==> src/source/core_cfg_pkg.sv <==
package core_cfg_pkg;

  // datapath width of every register value
  localparam int xlen = 32;

  // arch registers occupy indices 0 to num_arch-1
  localparam int num_arch = 32;

  // default size of the rename pool, placed directly above the arch registers
  localparam int num_rename = 32;

  // total index space covered by a register index
  localparam int num_idx = num_arch + num_rename;

  // 0 to 31 select arch registers, 32 to 63 select rename registers
  typedef logic [5:0] reg_idx_t;

  // arch register number as seen by decode
  typedef logic [4:0] arch_idx_t;

endpackage

==> src/source/free_pool.sv <==
`timescale 1ns/100ps

module free_pool #(
  parameter int num_rename_regs = core_cfg_pkg::num_rename
) (
  input  logic                       global_bus,
  input  logic                       rst_n,
  input  logic [num_rename_regs-1:0] alloc_mask,    // bit r is rename register num_arch + r
  input  logic [num_rename_regs-1:0] release_mask,
  output core_cfg_pkg::reg_idx_t     pick0,
  output core_cfg_pkg::reg_idx_t     pick1,
  output logic                       pick0_ok,
  output logic                       pick1_ok,
  output logic [5:0]                 free_count
);

  // a set bit means the rename register is available for allocation
  logic [num_rename_regs-1:0] free_map;

  always_ff @(posedge global_bus) begin
    if (!rst_n) begin
      free_map <= '1;
    end else begin
      // an allocated register is never released in the same cycle, so the order is safe
      free_map <= (free_map & ~alloc_mask) | release_mask;
    end
  end

  // two lowest-first pickers in one pass over the bitmap
  always_comb begin
    pick0    = '0;
    pick1    = '0;
    pick0_ok = 1'b0;
    pick1_ok = 1'b0;
    for (int r = 0; r < num_rename_regs; r++) begin
      if (free_map[r]) begin
        if (!pick0_ok) begin
          pick0_ok = 1'b1;
          pick0    = core_cfg_pkg::reg_idx_t'(core_cfg_pkg::num_arch + r);
        end else if (!pick1_ok) begin
          pick1_ok = 1'b1;
          pick1    = core_cfg_pkg::reg_idx_t'(core_cfg_pkg::num_arch + r);
        end
      end
    end
  end

  // population count of the bitmap, at most 32 so six bits are enough
  always_comb begin
    free_count = '0;
    for (int r = 0; r < num_rename_regs; r++) begin
      free_count = free_count + 6'(free_map[r]);
    end
  end

endmodule

==> config.mk <==
export PLATFORM = sky130hd
export DESIGN_NAME = free_pool
export DESIGN_NICKNAME = d
export VERILOG_FILES = /design/src/source/core_cfg_pkg.sv /design/src/source/free_pool.sv
export SDC_FILE = /design/constraint.sdc
export NUM_CORES = 1
export LEC_CHECK = 0
export BUFFER_PORTS_ARGS = -buffer_cell sky130_fd_sc_hd__clkbuf_2
export CORE_AREA = 4 4 127 129
export DETAILED_ROUTE_END_ITERATION = 10
export DIE_AREA = 0 0 131 133
export HOLD_SLACK_MARGIN = 0.15
export SYNTH_ARGS = -nofsm -noshare
export SYNTH_HDL_FRONTEND = slang
export SYNTH_SLANG_ARGS = --single-unit
==> constraint.sdc <==
create_clock -name global_bus -period 8.3 [get_ports global_bus]
set_clock_uncertainty 0.1 [all_clocks]
set_input_delay 1.66 -clock global_bus [delete_from_list [all_inputs] [get_ports global_bus]]
set_output_delay 1.66 -clock global_bus [all_outputs]
set_load 0.005 [all_outputs]
# Word level (Yosys, flattened, before mapping)
# Index checks and enable logic that the tools add are counted.
[op_classes] bitwise_logic=3 n_mux=249 n_addsub=31
[op_table] op="2-to-1 mux 6 bit" count=155
[op_table] op="adder 6 x 1 -> 6 bit" count=26
[op_table] op="2-to-1 mux 1 bit" count=94
[op_table] op="AND 32 bit" count=1
[op_table] op="NOT 32 bit" count=1
[op_table] op="OR 32 bit" count=1
[op_table] op="adder 5 x 1 -> 6 bit" count=1
[op_table] op="adder 4 x 1 -> 5 bit" count=1
[op_table] op="adder 3 x 1 -> 4 bit" count=1
[op_table] op="adder 2 x 1 -> 3 bit" count=1
[op_table] op="adder 1 x 1 -> 2 bit" count=1
[word_totals] inputBits=66 output_inout_bits=20 wordCells=284 reg_bits=32

# Logic depth before layout (Yosys ltp)
# Gate-level depths: netlist (run 1).
[logic_depth] word_depth=93 ltp_mapped=18

# Least setup slack after synthesis (run 1)
# Ideal clock, no wire load.
[synth_path] path_type="flip-flop to output port" from="register free_map[5]" to="output free_count[4]" arrival_ps=4657 path_stages_with_launch=17 slack_ps=1883 path_cell_list="dfxtp_1 buf_2 clkinv_1 fa_1 fa_1 fa_1 fa_1 fa_1 fa_1 inv_1 ha_1 inv_1 fa_1 inv_1 a21o_1 a21oi_1 xnor2_1"
[synth_between] elab_chain_len=27
[synth_lines] item="start: declaration" line="free_pool.sv:18" text="logic [num_rename_regs-1:0] free_map;"
[synth_lines] item="start signal: assignment" line="free_pool.sv:25" text="free_map <= (free_map & ~alloc_mask) | release_mask;"
[synth_lines] item="adder 5 x 1 -> 6 bit" line="free_pool.sv:52" text="free_count = free_count + 6'(free_map[r]);"
[synth_lines] item="adder 6 x 1 -> 6 bit (26 in a row)" line="free_pool.sv:52"
[synth_lines] item="end: declaration" line="free_pool.sv:14" text="output logic [5:0] free_count"
# No other way between the ends.

# Worst setup path in the final report (run 1)
# Ends and elaborated chain as after synthesis.

==> results of run 1 <==
[logic make-up after synthesis]
family | synth area share (%)
fa+ha+maj | 14.9
mux | 0.254
flops | 14.5
xor+xnor | 0.790
simple gates | 26.4
buf+inv | 10.5
compound gates | 32.8
[power by group]
| part | internal (mW) | switching [mW] |
|---|---|---|
| clock network | 0.119 | 0.0718 |
| registers | 0.161 | 0.0262 |
| logic | 0.241 | 0.241 |
| total | 0.521 | 0.339 |
[per-layer routing]
layer	vias to the layer above	GRT usage [%]	share of wire, %	wire (um)
li1	2340	-	-	-
met1	2233	22.8	44	6180
met2	161	26.6	49	6800
met3	18	1.33	4.7	656
met4	0	4.80	1.8	255
met5	-	0	0	0
[worst max-delay path by stage]
| stage | cells after the start | slack, ns | endpoint | from |
|---|---|---|---|---|
| after floorplan | 16 | 1.88 | free_count[4] | free_map[5] |
| after detailed placement | 16 | 1.34 | free_count[4] | free_map[5] |
| after global routing | 16 | 0.79 | free_count[4] | free_map[5] |
| after global placement | 16 | 1.39 | free_count[4] | free_map[5] |
| after CTS | 16 | 1.01 | free_count[4] | free_map[5] |
| final | 16 | 1.03 | free_count[4] | free_map[5] |
[worst register-to-register path, delay by kind of cell, from the launching register on]
kind	cells	cell delay (ns)
buffers and inverters	1	0.46
AO/OA/AOI/OAI	1	0.28
flip-flops	1	0.64
[final cells by class]
class,instances,share of cell area [%]
clock buffer,7,2.81
inverter,80,5.91
tap,188,4.63
timing repair buffer,85,8.38
multi-input combinational,463,65.5
sequential,32,12.6
clock inverter,1,0.148
[per-stage QoR]
| stage | hold WS (ns) | power [mW] | utilization [%] | cell area (um2) |
|---|---|---|---|---|
| floorplan | 0.471 | 0.513 | - | 4430 |
| global placement | 0.550 | 0.672 | 32.8 | 4930 |
| detailed placement | 0.535 | 0.672 | 32.8 | 4930 |
| CTS | 0.544 | 0.873 | 33.8 | 5080 |
| global route | 0.586 | 0.941 | 33.8 | 5080 |
| finish | 0.546 | 0.860 | 33.8 | 5080 |
[layout by cell type, fill, tap and decap left out, types with 3 or more instances in the layout]
cell        n
o31ai_1     5
nor2b_1     6
and2_1      5
or3_1      10
a31oi_1     6
nor3_1     21
a21oi_1    42
nand2b_1   12
ha_1       12
o22ai_1     9
a32oi_1     5
xnor2_1     4
o211ai_1   34
maj3_1      3
clkbuf_16   5
o2111ai_1   6
fa_1       24
o21ai_1     4
clkbuf_2   85
a311oi_1    4
inv_1      76
o31a_1      3
and3_1      4
a21o_1      5
dfxtp_1    32
nor4_1      5
nand4_1     6
nand3b_1   12
o21ai_0    38
clkinv_1    4
nand2_1    45
a21boi_0    6
nand3_1    16
a211oi_1    7
nor2_1     49
==> flow_summary.json, run 1 <==
{
  "status": "complete, no violations",
  "syn2layout_area_growth_pct": 14.6,
  "largest_reg_flops": 32,
  "arrival_ns": 5.51,
  "worst_slack_ns": 1.03,
  "yosysMostFrequentCell": "inv_1",
  "fp-row-count": 45,
  "relSlewSlack_pct": 52.3,
  "setup_viol": 0,
  "hold_path_end": "free_map[1]",
  "synth-async-reset-ratio_pct": 0,
  "grt-ovfl-total": 0,
  "vias": 4752,
  "slowest_stage": "fa_1",
  "timing.max_cap.violations": 0,
  "critPathTopFamily": "adder cells",
  "final_max_slew_viol_count": 0,
  "cellPowerDensity_nw_per_um2": 169,
  "fin_crit_ns": 7.27,
  "cts_root_buf": "clkbuf_16",
  "endpoint_kind": "output port",
  "post_cts_buffers": 0,
  "yosysWarnings": 0,
  "antenna_cells": 0,
  "pre_cts_ws_ns": 1.34,
  "io_buffers": 85,
  "cts_resized": 0,
  "fin_nets": 769,
  "clk_pin_slew_ns": 0.05,
  "clkLatencyLatePin_ns": 0.28,
  "critPathLaunchType": "flop",
  "synth_edf_count": 0,
  "hold_class": "flop to flop",
  "die_area_um2": 17400,
  "finalCritPeriodShare_pct": 87.6,
  "synth.avg_cell_area_um2": 7.25,
  "gp_congestion": 0.867,
  "top_register": "free_map",
  "crit_fanout": 10,
  "cts.path.max_buffers": 2,
  "die_w_um": 131,
  "ir_drop_mv": 0.391,
  "dp_hpwl_um": 11300,
  "first_pass_iters": 5,
  "worstReg2RegStart": "free_map[6]",
  "synth_top_area_share_pct": 14.5,
  "reg2reg_slack_ns": 6.75,
  "grt_usage_pct": 16.3,
  "dp_cells": 848,
  "grt_pass1_wl_um": 23400,
  "critPathBufInv": 5,
  "synthFlopType": "dfxtp_1",
  "yosys.area.top_type": "dfxtp_1",
  "htreeDepth": 2,
  "max_freq_mhz": 137,
  "multi_input_area_um2": 3330,
  "tns_ns": 0,
  "antenna_left": 0,
  "postSynthCellCount": 611,
  "initial_core_util_pct": 29.5,
  "ys_seq_area_share_pct": 14.5,
  "nFillCells": 1590,
  "drt_wl_total_um": 13900,
  "holdCritStartpoint": "free_map[1]",
  "syn_nets": 713,
  "crit_type": "flop to output port",
  "postCtsHoldBufs": 0,
  "ios": 86,
  "reg2reg_depth": 2,
  "instances_no_fill": 856,
  "synthTopCellsByArea": "dfxtp_1, fa_1, inv_1, o211ai_1, a21oi_1",
  "min_path_cells": 2,
  "synthTopCellsByCount": "inv_1, nor2_1, nand2_1",
  "cts.sinks": 32,
  "crit_top_cell": "fa_1",
  "rsz0062_at_grt": "no",
  "hold_violations": 0,
  "vias_per_cell": 5.55,
  "synth.distinct_cells": 80,
  "leakage_nw": 2.17,
  "routedWlPerCell_um": 16.2,
  "synth_seq_cells": 32,
  "syn_area_um2": 4430,
  "grt_max_degree": 33,
  "tritoncts": "built",
  "core_um2": 15000,
  "path_cells": "clkinv_1 -> fa_1 -> fa_1 -> fa_1 -> fa_1 -> fa_1 -> fa_1 -> inv_1 -> ha_1 -> inv_1 -> fa_1 -> inv_1 -> a21o_1 -> a21oi_1 -> xnor2_1 -> clkbuf_2",
  "die_h_um": 133,
  "drtIter0Drc": 435,
  "drc_errors": 0,
  "cts-buffers-inserted": 5,
  "grt_pass1_vias": 4638,
  "ff_latch_area_um2": 641,
  "drive_gt1_share_pct": 16.9,
  "reg_top3": "free_map: 32 flops",
  "r2r_end": "free_map[6]",
  "grt_antenna_before_repair": 0,
  "required_ns": 6.54,
  "max_stage_delay_ns": 0.65,
  "worst_slew_pin_slew_ns": 0.714
}
Power figures use the tool's default switching activity.
==> inputs of run 2 (changes only) <==
Settings changed: REMOVE_ABC_BUFFERS set to 1.
==> run 2 against run 1 <==
Compared with the run above: non-clock buffer count stayed put; register-to-register slack worse by 0.07 ns; hold slack worse by 0.016 ns; via count is 0.65% lower; largest power group unchanged; critical endpoint unchanged.
==> flow_summary.json, run 2 (synthesis results as in run 1) <==
{
  "status": "complete, no violations",
  "leakage_nw": 2.16,
  "rsz0062_at_grt": "no",
  "antenna_left": 0,
  "top_register": "free_map",
  "fin_crit_ns": 7.23,
  "cts.path.max_buffers": 2,
  "io_buffers": 85,
  "first_pass_iters": 5,
  "grt-ovfl-total": 0,
  "largest_reg_flops": 32,
  "hold_violations": 0,
  "cellPowerDensity_nw_per_um2": 168,
  "drt_wl_total_um": 14100,
  "worst_slew_pin_slew_ns": 0.789,
  "vias_per_cell": 5.52,
  "max_freq_mhz": 138,
  "drtIter0Drc": 355,
  "dp_hpwl_um": 11100,
  "fin_total_pwr_mw": 0.851,
  "routedWlPerCell_um": 16.5,
  "hold_class": "flop to flop",
  "ir_drop_mv": 0.453,
  "final_area_um2": 5060,
  "postCtsHoldBufs": 0,
  "fp-row-count": 45,
  "final_max_slew_viol_count": 0,
  "place_area_um2": 4930,
  "clkLatencyLatePin_ns": 0.29,
  "syn2layout_area_growth_pct": 14.2,
  "reg2reg_slack_ns": 6.68,
  "critPathLaunchType": "flop",
  "drc_errors": 0,
  "grt_pass1_vias": 4478,
  "ff_latch_area_um2": 641,
  "cts.sinks": 32,
  "cts_resized": 0,
  "initial_core_util_pct": 29.5,
  "core_um2": 15000,
  "fin_nets": 769,
  "reg_top3": "free_map: 32 flops",
  "layout_common_cells": "clkbuf_2, inv_1, nor2_1",
  "timing.max_cap.violations": 0,
  "crit_type": "flop to output port",
  "grt_max_degree": 33,
  "die_area_um2": 17400,
  "clk_pin_slew_ns": 0.06,
  "die_w_um": 131,
  "cts_root_buf": "clkbuf_16",
  "nFillCells": 1605,
  "final_common_cell": "clkbuf_2",
  "cts-buffers-inserted": 5,
  "tns_ns": 0,
  "post_cts_buffers": 0,
  "finalCritPeriodShare_pct": 87.1,
  "required_ns": 6.54,
  "antenna_cells": 0,
  "ios": 86,
  "grt_pass1_wl_um": 22800,
  "drive_gt1_share_pct": 16.8,
  "setup_viol": 0,
  "endpoint_kind": "output port",
  "relSlewSlack_pct": 47.4,
  "arrival_ns": 5.47,
  "htreeDepth": 2,
  "holdWs_ns": 0.530,
  "grt_antenna_before_repair": 0,
  "die_h_um": 133,
  "gp_congestion": 0.879,
  "multi_input_area_um2": 3330,
  "crit_fanout": 10,
  "vias": 4721,
  "grt_usage_pct": 16.1,
  "tritoncts": "built"
}
-- run 2: changes by cell type in the layout (fill, tap and decap cells not counted), sizes merged --
cell / previous run / this run
clkbuf: 92 / 91
clkinv: 4 / 5
clkinvlp: 1 / 0
-- run 2: cell type report --
cell class | count | share of cell area, %
tap | 188 | 4.65
multi-input combinational | 463 | 65.7
clock inverter | 1 | 0.0989
sequential | 32 | 12.7
clock buffer | 6 | 2.55
timing repair buffer | 85 | 8.40
inverter | 80 | 5.93
-- run 2: worst max-delay path, stage by stage (launching register included) --
cell      delay, ns
dfxtp_1        0.59
clkinv_1       0.36
fa_1           0.65
fa_1           0.44
fa_1           0.51
fa_1           0.44
fa_1           0.52
fa_1           0.41
inv_1          0.07
ha_1           0.16
inv_1          0.06
fa_1           0.45
inv_1          0.07
a21o_1         0.10
a21oi_1        0.07
xnor2_1        0.14
clkbuf_2       0.14
-- run 2: where the power goes --
part	internal, mW	switching [mW]	total, mW
Combinational	0.241	0.240	0.481
Clock	0.109	0.0729	0.182
Sequential	0.161	0.0259	0.187
-- run 2: layer usage --
layer	track usage [%]	wire length, um	share of wire [%]
met2	24.6	6360	45
met1	23.1	6580	47
met4	5.26	333	2.4
met5	0	0	0
met3	2.14	833	5.9
-- run 2: final timing paths --
kind                      from            end  cells after the start
setup / recovery   free_map[5]  free_count[4]                     16
hold / removal    free_map[31]   free_map[31]                      2
setup reg to reg   free_map[6]    free_map[6]                      2
hold reg to reg   free_map[31]   free_map[31]                      2
-- run 2: through the flow --
stage	setup slack [ns]	instances	utilization, %
after global placement	1.43	848	32.8
after detailed placement	1.37	848	32.8
after floorplan	1.77	575	-
final	1.07	855	33.7
after CTS	1.05	855	33.7
after global routing	0.790	855	33.7
